<file path="config.mk">
export PLATFORM = sky130hd
export DESIGN_NAME = lane_operand_requester
export DESIGN_NICKNAME = d
export VERILOG_FILES = /design/src/hw/vrf_pkg.sv /design/src/hw/operand_cmd_decoder.sv /design/src/hw/operand_requester.sv /design/src/hw/vrf_bank_arbiter.sv /design/src/hw/lane_operand_requester.sv
export SDC_FILE = /design/constraint.sdc
export NUM_CORES = 1
export LEC_CHECK = 0
export BUFFER_PORTS_ARGS = -buffer_cell sky130_fd_sc_hd__buf_4
export CORE_AREA = 4 4 318 320
export CTS_CLUSTER_DIAMETER = 30
export DETAILED_ROUTE_END_ITERATION = 10
export DIE_AREA = 0 0 322 324
export HOLD_SLACK_MARGIN = 0.06
export MAX_ROUTING_LAYER = met4
export SETUP_SLACK_MARGIN = 0.2
export SYNTH_ARGS = -nofsm -noshare
export SYNTH_HDL_FRONTEND = slang
export SYNTH_SLANG_ARGS = --single-unit
</file>
<file path="constraint.sdc">
create_clock -name clk_i -period 8.5 [get_ports clk_i]
set_clock_uncertainty 0.15 [all_clocks]
set_input_delay 2.55 -clock clk_i [delete_from_list [all_inputs] [get_ports clk_i]]
set_output_delay 2.55 -clock clk_i [all_outputs]
set_load 0.02 [all_outputs]
</file>
<file path="src/hw/vrf_pkg.sv">
// Lane geometry, element width encoding and VRF word address layout, referenced by scoped name
package vrf_pkg;

  //////////////////////////////////////////////////////////////////////////////
  // Lane geometry
  //////////////////////////////////////////////////////////////////////////////

  // Banks in the lane VRF
  localparam int unsigned NR_BANKS = 8;
  // One requester per operand queue
  localparam int unsigned NR_QUEUES = 4;
  localparam int unsigned NR_VREGS = 32;
  // 64-bit words a vector register occupies in one lane
  localparam int unsigned VREG_WORDS = 16;
  localparam int unsigned WORD_BYTES = 8;

  // Address field widths
  localparam int unsigned BANK_W = 3;
  localparam int unsigned ROW_W = 6;
  localparam int unsigned ADDR_W = 9;

  // Vector length in elements, up to 128 at 8-bit width
  localparam int unsigned VL_W = 8;
  localparam int unsigned WCNT_W = 8;

  // Index of an operand queue, also the tag on a VRF access
  localparam int unsigned QUEUE_W = $clog2(NR_QUEUES);

  //////////////////////////////////////////////////////////////////////////////
  // Encodings
  //////////////////////////////////////////////////////////////////////////////

  // Log2 of the element size in bytes
  typedef enum logic [1:0] {
    EW8  = 2'd0,
    EW16 = 2'd1,
    EW32 = 2'd2,
    EW64 = 2'd3
  } eew_e;

  // Word address, counted flat by the requesters and split into row and bank
  // by the arbiter. Consecutive words sit on consecutive banks
  typedef union packed {
    logic [ADDR_W-1:0] flat;
    struct packed {
      logic [ROW_W-1:0]  row;
      logic [BANK_W-1:0] bank;
    } split;
  } vrf_addr_u;

endpackage

</file>
<file path="src/hw/operand_cmd_decoder.sv">
// Combinational decode of each operand queue command into a start word address and a word count
`timescale 1ns/1ps

module operand_cmd_decoder (
  input  logic [vrf_pkg::NR_QUEUES-1:0][$clog2(vrf_pkg::NR_VREGS)-1:0] cmd_vs_i,
  input  logic [vrf_pkg::NR_QUEUES-1:0][vrf_pkg::VL_W-1:0]            cmd_vl_i,
  input  vrf_pkg::eew_e [vrf_pkg::NR_QUEUES-1:0]                      cmd_eew_i,
  output vrf_pkg::vrf_addr_u [vrf_pkg::NR_QUEUES-1:0]                 start_addr_o,
  output logic [vrf_pkg::NR_QUEUES-1:0][vrf_pkg::WCNT_W-1:0]          word_count_o
);

  //////////////////////////////////////////////////////////////////////////////
  // Base address
  //////////////////////////////////////////////////////////////////////////////

  // Each register owns a contiguous block of words in the lane
  always_comb begin : p_start_addr
    for (int q = 0; q < vrf_pkg::NR_QUEUES; q++) begin
      start_addr_o[q].flat = vrf_pkg::ADDR_W'(cmd_vs_i[q] * vrf_pkg::VREG_WORDS);
    end
  end

  //////////////////////////////////////////////////////////////////////////////
  // Word count
  //////////////////////////////////////////////////////////////////////////////

  // Operand length in bytes, then rounded up to whole 64-bit words.
  // The widest element equals one word, so the shift never needs more
  // than log2(WORD_BYTES) extra bits
  always_comb begin : p_word_count
    logic [vrf_pkg::VL_W+$clog2(vrf_pkg::WORD_BYTES)-1:0] byte_len;

    byte_len = '0;
    for (int q = 0; q < vrf_pkg::NR_QUEUES; q++) begin
      byte_len                     = '0;
      byte_len[vrf_pkg::VL_W-1:0]  = cmd_vl_i[q];
      byte_len                     = byte_len << cmd_eew_i[q];

      // A zero length rounds to a zero count on its own
      word_count_o[q] = vrf_pkg::WCNT_W'(
        (byte_len + (vrf_pkg::WORD_BYTES - 1)) >> $clog2(vrf_pkg::WORD_BYTES)
      );
    end
  end

endmodule

</file>
<file path="src/hw/operand_requester.sv">
// Per-queue requester that walks an operand's VRF words one grant at a time
`timescale 1ns/1ps

module operand_requester (
  input  logic                        clk_i,
  input  logic                        rst_ni,
  // Command from the lane sequencer, already decoded
  input  logic                        cmd_valid_i,
  output logic                        cmd_ready_o,
  input  vrf_pkg::vrf_addr_u          start_addr_i,
  input  logic [vrf_pkg::WCNT_W-1:0]  word_count_i,
  // Operand queue flow control
  input  logic                        operand_queue_ready_i,
  // Request towards the bank arbiter
  output logic                        rd_req_o,
  output vrf_pkg::vrf_addr_u          rd_addr_o,
  input  logic                        rd_gnt_i
);

  // High in REQUESTING, low in IDLE
  logic busy_q, busy_d;

  // Next word to read and words still to go
  vrf_pkg::vrf_addr_u          addr_q, addr_d;
  logic [vrf_pkg::WCNT_W-1:0]  count_q, count_d;

  logic last_gnt;
  logic cmd_xfer;

  //////////////////////////////////////////////////////////////////////////////
  // Handshakes
  //////////////////////////////////////////////////////////////////////////////

  // Grant of the final word frees the requester in the same cycle
  assign last_gnt = busy_q && rd_gnt_i && (count_q == vrf_pkg::WCNT_W'(1));

  assign cmd_ready_o = !busy_q || last_gnt;
  assign cmd_xfer    = cmd_valid_i && cmd_ready_o;

  // Hold off while the operand queue has no room
  assign rd_req_o  = busy_q && operand_queue_ready_i;
  assign rd_addr_o = addr_q;

  //////////////////////////////////////////////////////////////////////////////
  // Next state
  //////////////////////////////////////////////////////////////////////////////

  always_comb begin : p_next
    busy_d  = busy_q;
    addr_d  = addr_q;
    count_d = count_q;

    if (cmd_xfer) begin
      // Zero words means nothing to fetch, stay IDLE
      busy_d  = (word_count_i != '0);
      addr_d  = start_addr_i;
      count_d = word_count_i;
    end else if (busy_q && rd_gnt_i) begin
      // Move on to the next bank
      addr_d.flat = addr_q.flat + 1'b1;
      count_d     = count_q - 1'b1;
      busy_d      = !last_gnt;
    end
  end

  always_ff @(posedge clk_i or negedge rst_ni) begin : p_ctrl_regs
    if (!rst_ni) begin
      busy_q  <= 1'b0;
      count_q <= '0;
    end else begin
      busy_q  <= busy_d;
      count_q <= count_d;
    end
  end

  always_ff @(posedge clk_i) begin : p_addr_reg
    addr_q <= addr_d;
  end

endmodule

</file>
<file path="src/hw/vrf_bank_arbiter.sv">
// Per-bank VRF arbitration: write-back first, then round-robin among the operand requesters
`timescale 1ns/1ps

module vrf_bank_arbiter (
  input  logic                                                  clk_i,
  input  logic                                                  rst_ni,
  // Read requesters
  input  logic [vrf_pkg::NR_QUEUES-1:0]                         rd_req_i,
  input  vrf_pkg::vrf_addr_u [vrf_pkg::NR_QUEUES-1:0]           rd_addr_i,
  output logic [vrf_pkg::NR_QUEUES-1:0]                         rd_gnt_o,
  // Result write-back
  input  logic                                                  wb_req_i,
  input  vrf_pkg::vrf_addr_u                                    wb_addr_i,
  input  logic [vrf_pkg::WORD_BYTES*8-1:0]                      wb_wdata_i,
  input  logic [vrf_pkg::WORD_BYTES-1:0]                        wb_be_i,
  output logic                                                  wb_gnt_o,
  // VRF bank ports
  output logic [vrf_pkg::NR_BANKS-1:0]                          vrf_req_o,
  output logic [vrf_pkg::NR_BANKS-1:0][vrf_pkg::ROW_W-1:0]      vrf_addr_o,
  output logic [vrf_pkg::NR_BANKS-1:0]                          vrf_wen_o,
  output logic [vrf_pkg::NR_BANKS-1:0][vrf_pkg::WORD_BYTES*8-1:0] vrf_wdata_o,
  output logic [vrf_pkg::NR_BANKS-1:0][vrf_pkg::WORD_BYTES-1:0] vrf_be_o,
  output logic [vrf_pkg::NR_BANKS-1:0][vrf_pkg::QUEUE_W-1:0]    vrf_tgt_opqueue_o
);

  // Write-back targets this bank
  logic [vrf_pkg::NR_BANKS-1:0] wb_hit;
  // A read wins this bank
  logic [vrf_pkg::NR_BANKS-1:0] rd_sel;
  logic [vrf_pkg::NR_BANKS-1:0][vrf_pkg::QUEUE_W-1:0] winner;
  logic [vrf_pkg::NR_BANKS-1:0][vrf_pkg::NR_QUEUES-1:0] rd_gnt_bank;

  // Queue with the highest read priority on each bank
  logic [vrf_pkg::NR_BANKS-1:0][vrf_pkg::QUEUE_W-1:0] ptr_q;

  //////////////////////////////////////////////////////////////////////////////
  // Arbitration
  //////////////////////////////////////////////////////////////////////////////

  always_comb begin : p_arbitrate
    logic                        found;
    logic [vrf_pkg::QUEUE_W-1:0] idx;

    found       = 1'b0;
    idx         = '0;
    wb_hit      = '0;
    rd_sel      = '0;
    winner      = '0;
    rd_gnt_bank = '0;

    for (int b = 0; b < vrf_pkg::NR_BANKS; b++) begin
      wb_hit[b] = wb_req_i && (wb_addr_i.split.bank == vrf_pkg::BANK_W'(b));

      // First requester at or after the pointer
      found = 1'b0;
      for (int i = 0; i < vrf_pkg::NR_QUEUES; i++) begin
        idx = vrf_pkg::QUEUE_W'((ptr_q[b] + i) % vrf_pkg::NR_QUEUES);
        if (!found && rd_req_i[idx] &&
            (rd_addr_i[idx].split.bank == vrf_pkg::BANK_W'(b))) begin
          found     = 1'b1;
          winner[b] = idx;
        end
      end

      // The write-back always takes its bank
      rd_sel[b] = found && !wb_hit[b];
      if (rd_sel[b]) begin
        rd_gnt_bank[b][winner[b]] = 1'b1;
      end
    end
  end

  // Each requester targets one bank, so OR the bank grants together
  always_comb begin : p_grants
    rd_gnt_o = '0;
    wb_gnt_o = 1'b0;
    for (int b = 0; b < vrf_pkg::NR_BANKS; b++) begin
      rd_gnt_o = rd_gnt_o | rd_gnt_bank[b];
      wb_gnt_o = wb_gnt_o | wb_hit[b];
    end
  end

  //////////////////////////////////////////////////////////////////////////////
  // Bank ports
  //////////////////////////////////////////////////////////////////////////////

  always_comb begin : p_ports
    for (int b = 0; b < vrf_pkg::NR_BANKS; b++) begin
      vrf_req_o[b]         = wb_hit[b] || rd_sel[b];
      vrf_wen_o[b]         = wb_hit[b];
      vrf_addr_o[b]        = '0;
      vrf_wdata_o[b]       = '0;
      vrf_be_o[b]          = '0;
      vrf_tgt_opqueue_o[b] = '0;
      if (wb_hit[b]) begin
        vrf_addr_o[b]  = wb_addr_i.split.row;
        vrf_wdata_o[b] = wb_wdata_i;
        vrf_be_o[b]    = wb_be_i;
      end else if (rd_sel[b]) begin
        vrf_addr_o[b]        = rd_addr_i[winner[b]].split.row;
        vrf_tgt_opqueue_o[b] = winner[b];
      end
    end
  end

  //////////////////////////////////////////////////////////////////////////////
  // Round-robin pointers
  //////////////////////////////////////////////////////////////////////////////

  // Move past the last read winner, writes leave the pointer alone
  always_ff @(posedge clk_i or negedge rst_ni) begin : p_ptr
    if (!rst_ni) begin
      ptr_q <= '0;
    end else begin
      for (int b = 0; b < vrf_pkg::NR_BANKS; b++) begin
        if (rd_sel[b]) begin
          ptr_q[b] <= vrf_pkg::QUEUE_W'((winner[b] + 1) % vrf_pkg::NR_QUEUES);
        end
      end
    end
  end

endmodule

</file>
<file path="src/hw/lane_operand_requester.sv">
// Lane operand requester top: decodes queue commands, walks operands and arbitrates VRF banks
`timescale 1ns/1ps

module lane_operand_requester (
  input  logic                                                    clk_i,
  input  logic                                                    rst_ni,
  // Operand queue commands
  input  logic [vrf_pkg::NR_QUEUES-1:0]                           cmd_valid_i,
  output logic [vrf_pkg::NR_QUEUES-1:0]                           cmd_ready_o,
  input  logic [vrf_pkg::NR_QUEUES-1:0][$clog2(vrf_pkg::NR_VREGS)-1:0] cmd_vs_i,
  input  logic [vrf_pkg::NR_QUEUES-1:0][vrf_pkg::VL_W-1:0]        cmd_vl_i,
  input  vrf_pkg::eew_e [vrf_pkg::NR_QUEUES-1:0]                  cmd_eew_i,
  // Operand queues
  input  logic [vrf_pkg::NR_QUEUES-1:0]                           operand_queue_ready_i,
  output logic [vrf_pkg::NR_QUEUES-1:0]                           operand_issued_o,
  // Result write-back, flat word address
  input  logic                                                    wb_req_i,
  input  logic [vrf_pkg::ADDR_W-1:0]                              wb_addr_i,
  input  logic [vrf_pkg::WORD_BYTES*8-1:0]                        wb_wdata_i,
  input  logic [vrf_pkg::WORD_BYTES-1:0]                          wb_be_i,
  output logic                                                    wb_gnt_o,
  // VRF bank ports
  output logic [vrf_pkg::NR_BANKS-1:0]                            vrf_req_o,
  output logic [vrf_pkg::NR_BANKS-1:0][vrf_pkg::ROW_W-1:0]        vrf_addr_o,
  output logic [vrf_pkg::NR_BANKS-1:0]                            vrf_wen_o,
  output logic [vrf_pkg::NR_BANKS-1:0][vrf_pkg::WORD_BYTES*8-1:0] vrf_wdata_o,
  output logic [vrf_pkg::NR_BANKS-1:0][vrf_pkg::WORD_BYTES-1:0]   vrf_be_o,
  output logic [vrf_pkg::NR_BANKS-1:0][vrf_pkg::QUEUE_W-1:0]      vrf_tgt_opqueue_o
);

  vrf_pkg::vrf_addr_u [vrf_pkg::NR_QUEUES-1:0]        start_addr;
  logic [vrf_pkg::NR_QUEUES-1:0][vrf_pkg::WCNT_W-1:0] word_count;

  logic [vrf_pkg::NR_QUEUES-1:0]                      rd_req;
  vrf_pkg::vrf_addr_u [vrf_pkg::NR_QUEUES-1:0]        rd_addr;
  logic [vrf_pkg::NR_QUEUES-1:0]                      rd_gnt;

  // A read grant is an issued word, the VRF never stalls
  assign operand_issued_o = rd_gnt;

  operand_cmd_decoder u_decoder (
    .cmd_vs_i    (cmd_vs_i),
    .cmd_vl_i    (cmd_vl_i),
    .cmd_eew_i   (cmd_eew_i),
    .start_addr_o(start_addr),
    .word_count_o(word_count)
  );

  for (genvar q = 0; q < vrf_pkg::NR_QUEUES; q++) begin : gen_requester
    operand_requester u_requester (
      .clk_i                (clk_i),
      .rst_ni               (rst_ni),
      .cmd_valid_i          (cmd_valid_i[q]),
      .cmd_ready_o          (cmd_ready_o[q]),
      .start_addr_i         (start_addr[q]),
      .word_count_i         (word_count[q]),
      .operand_queue_ready_i(operand_queue_ready_i[q]),
      .rd_req_o             (rd_req[q]),
      .rd_addr_o            (rd_addr[q]),
      .rd_gnt_i             (rd_gnt[q])
    );
  end

  vrf_bank_arbiter u_arbiter (
    .clk_i            (clk_i),
    .rst_ni           (rst_ni),
    .rd_req_i         (rd_req),
    .rd_addr_i        (rd_addr),
    .rd_gnt_o         (rd_gnt),
    .wb_req_i         (wb_req_i),
    .wb_addr_i        (wb_addr_i),
    .wb_wdata_i       (wb_wdata_i),
    .wb_be_i          (wb_be_i),
    .wb_gnt_o         (wb_gnt_o),
    .vrf_req_o        (vrf_req_o),
    .vrf_addr_o       (vrf_addr_o),
    .vrf_wen_o        (vrf_wen_o),
    .vrf_wdata_o      (vrf_wdata_o),
    .vrf_be_o         (vrf_be_o),
    .vrf_tgt_opqueue_o(vrf_tgt_opqueue_o)
  );

endmodule

</file>
==> flow_metrics.py <==
metrics = {
    "run_status": {
        "status": "complete, no violations",
    },
    "flow_run": {
        "max_cap_violations": 0,
    },
    "synth": {
        "yosys.area_share.xor_xnor": 0.0355,
        "synthMuxAreaShare": 0.122,
        "ys_async_sr_fraction": 0.591,
        "syn_avg_cell_area_um2": 7.33,
        "synthTopCellsByCount": "599 x and2_1, 129 x nand2_1, 128 x mux2i_1",
        "synth_top_family_by_area": "simple AND/OR/NAND/NOR gates",
        "synth-seq-area-share": 0.155,
        "ys_warn_count": 0,
        "synth-simple-area-share": 0.413,
        "synth_cells": 1952,
        "synth.area.top_cells": "and2_1 26%, dfrtp_1 9.1%, mux2i_1 9.0%",
        "synth_cell_types": 90,
        "syn-num-nets": 2136,
        "syn_area_um2": 14300,
        "synth_top_area_share": 0.262,
        "synth_flop_cell": "dfrtp_1",
        "synth_compound_area_frac": 0.180,
        "synth_edf_count": 20,
        "synth_top_area_cell": "and2_1",
        "synth-adder-area-share": 0.0280,
        "synth_most_common_cell": "and2_1",
        "ys_ff_latch": 88,
    },
    "floorplanning": {
        "ioPinCount": 817,
        "die_area_um2": 104000,
        "die_y_um": 324,
        "start_util": 0.146,
        "die_width_um": 322,
        "row_count": 115,
        "core_region_area_um2": 98100,
    },
    "critical_path": {
        "cpPeakStageDelay_ns": 0.43,
        "path_cells": "buf_4, and3_1, nand3_1, nand2_1, a21oi_1, o21ai_1, buf_4, ha_1, a222oi_1, and3_2, and3_1, o21ai_0, buf_4",
        "critPathTopFamily": "simple AND/OR/NAND/NOR gates",
        "required_ns": 5.80,
        "slowest_stage": "o21ai_0",
        "crit_fanout": 15,
        "crit_type": "input port to primary output",
        "cp-start-kind": "input port",
        "critPathBufInv": 3,
        "endpoint_kind": "primary output",
        "arrival_ns": 5.42,
        "critPathMostFrequentCell": "buf_4",
    },
    "final_layout": {
        "area_delta_synth_final_pct": 54.1,
        "layout-drive-gt1-share": 0.359,
        "final_core_util": 0.225,
        "fin_area_um2": 22000,
        "instances_no_fill": 3987,
        "nNetsFinal": 2834,
    },
    "placed_design": {
        "placed_area_um2": 21700,
        "place_congestion": 0.955,
        "numPortBuffers": 816,
        "hpwl_mm": 83.1,
        "dpl_worst_slack_ns": 0.270,
        "place_inst": 3926,
    },
    "sta": {
        "rsz0062_at_grt": "no",
        "setup_viol": 0,
        "slew_violations": 0,
        "tns_ns": 0,
        "tightest_slew_ns": 1.04,
        "final_hold_viol_count": 0,
        "slew_headroom": 0.305,
        "fmax_mhz": 123,
        "holdWs_ns": 0.370,
        "post-route-period-util": 0.955,
        "final.min_clock_period_ns": 8.12,
        "setup_slack_ns": 0.383,
    },
    "clock_tree": {
        "cts_sinks": 88,
        "cts_tree": "built",
        "cts_buffers": 9,
        "clock-root-buffer": "clkbuf_16",
        "cts_hold_buf": 0,
        "cts_buffer_depth": 2,
        "h-tree-depth": 3,
        "clk_latency_ns": 0.38,
        "clkTransAtPathRegs_ns": 0.07,
    },
    "power": {
        "power_density_nw_per_um2": 213,
        "p_leak_nw": 10.7,
        "ir_worst_vdd_uv": 197,
        "total_power_mw": 4.69,
    },
    "route": {
        "viasPerCell": 4.41,
        "postRouteAntennaNets": 0,
        "first_pass_iters": 7,
        "detail_route.iter0.violations": 1607,
        "wirelength_mm": 102,
        "route.detailed.drc": 0,
        "routedWlPerCell_um": 25.5,
        "vias": 17600,
    },
    "global_route": {
        "antenna_found_initial": 50,
        "grt_max_degree": 81,
        "track_usage": 0.186,
        "grt_pass1_vias": 15800,
        "grt_overflow": 0,
        "grt_pass1_wl_mm": 133,
    },
    "hold_path": {
        "hold_class": "register to register",
    },
}
## sequential cells by signal (all words and copies together), names as in the netlist
| register | count |
|---|---|
| gen_requester.u_requester.busy_q | 4 |
| gen_requester.u_requester.rd_addr_o | 36 |
| u_arbiter.ptr_q | 16 |
| gen_requester.u_requester.count_q | 32 |
## cells in the final DEF, fill, tap and decap left out, types with 7 or more instances in the layout
master,netlist,layout
a211oi_1,13,12
a21oi_1,59,59
a22o_1,43,43
a22oi_1,13,13
a31oi_1,14,14
a32o_1,13,13
and2_1,599,599
and3_1,24,22
buf_4,15,857
clkbuf_16,0,9
dfrtp_1,52,52
dfxtp_1,16,16
diode_2,0,45
edfxtp_1,20,20
ha_1,32,32
inv_1,49,46
mux2_2,25,25
mux2i_1,128,128
mux4_2,8,8
nand2_1,129,129
nand2b_1,13,13
nand3_1,42,42
nand3b_1,9,9
nand4_1,19,19
nand4b_1,7,7
nor2_1,99,99
nor2b_1,22,22
nor3_1,25,24
nor4_1,8,8
o21a_1,8,8
o21ai_0,84,84
o21ai_1,10,10
o22ai_1,8,8
o2bb2ai_1,7,7
o31ai_1,8,8
xnor2_1,34,34
xor2_1,24,24
## routing by layer
layer	wire, um	up-vias	global-route usage
met2	46500	983	0.294
met5	0	-	-
li1	-	8186	-
met4	2960	0	0.0490
met3	14400	135	0.0931
met1	37800	8286	0.208
## final timing paths
check / slack [ns] / to / depth (start not counted) / start
setup / recovery: 0.38 / cmd_ready_o[0] / 13 / operand_queue_ready_i[1]
hold / removal: 0.37 / gen_requester[2].u_requester.count_q[2] / 1 / gen_requester[2].u_requester.count_q[2]
setup reg to reg: 4.15 / gen_requester[0].u_requester.count_q[4] / 13 / gen_requester[1].u_requester.busy_q
hold reg to reg: 0.37 / gen_requester[2].u_requester.count_q[2] / 1 / gen_requester[2].u_requester.count_q[2]
max in group asynchronous: 5.55 / u_arbiter.ptr_q[6] / 1 / rst_ni
min in group asynchronous: 2.10 / gen_requester[2].u_requester.count_q[6] / 1 / rst_ni
## cells by family after synthesis
kind of cell,after synthesis
XOR/XNOR,58
AO/OA/AOI/OAI,357
flip-flops,88
AND/OR/NAND/NOR,1032
multiplexers,161
buffers and inverters,224
adder cells (fa/ha/maj),32
## report_power, final
part	internal (mW)	switching, mW
clock network	0.200	0.201
registers	0.665	0.440
logic	1.26	1.92
total	2.12	2.57
## timing repair
item                       in CTS  in global routing
resized for setup               0                  6
setup endpoints to repair       0                  4
setup buffers                   0                  0
## final cells by class
type	count	area, um^2
Timing Repair Buffer	857	6430
Clock buffer	10	229
Multi-Input combinational cell	1640	11200
Sequential cell	88	2220
Tap cell	1287	1610
Inverter	54	205
Fill cell	11100	76100
Antenna cell	45	113
Clock inverter	6	43.8
(Power assumes the default switching activity.)
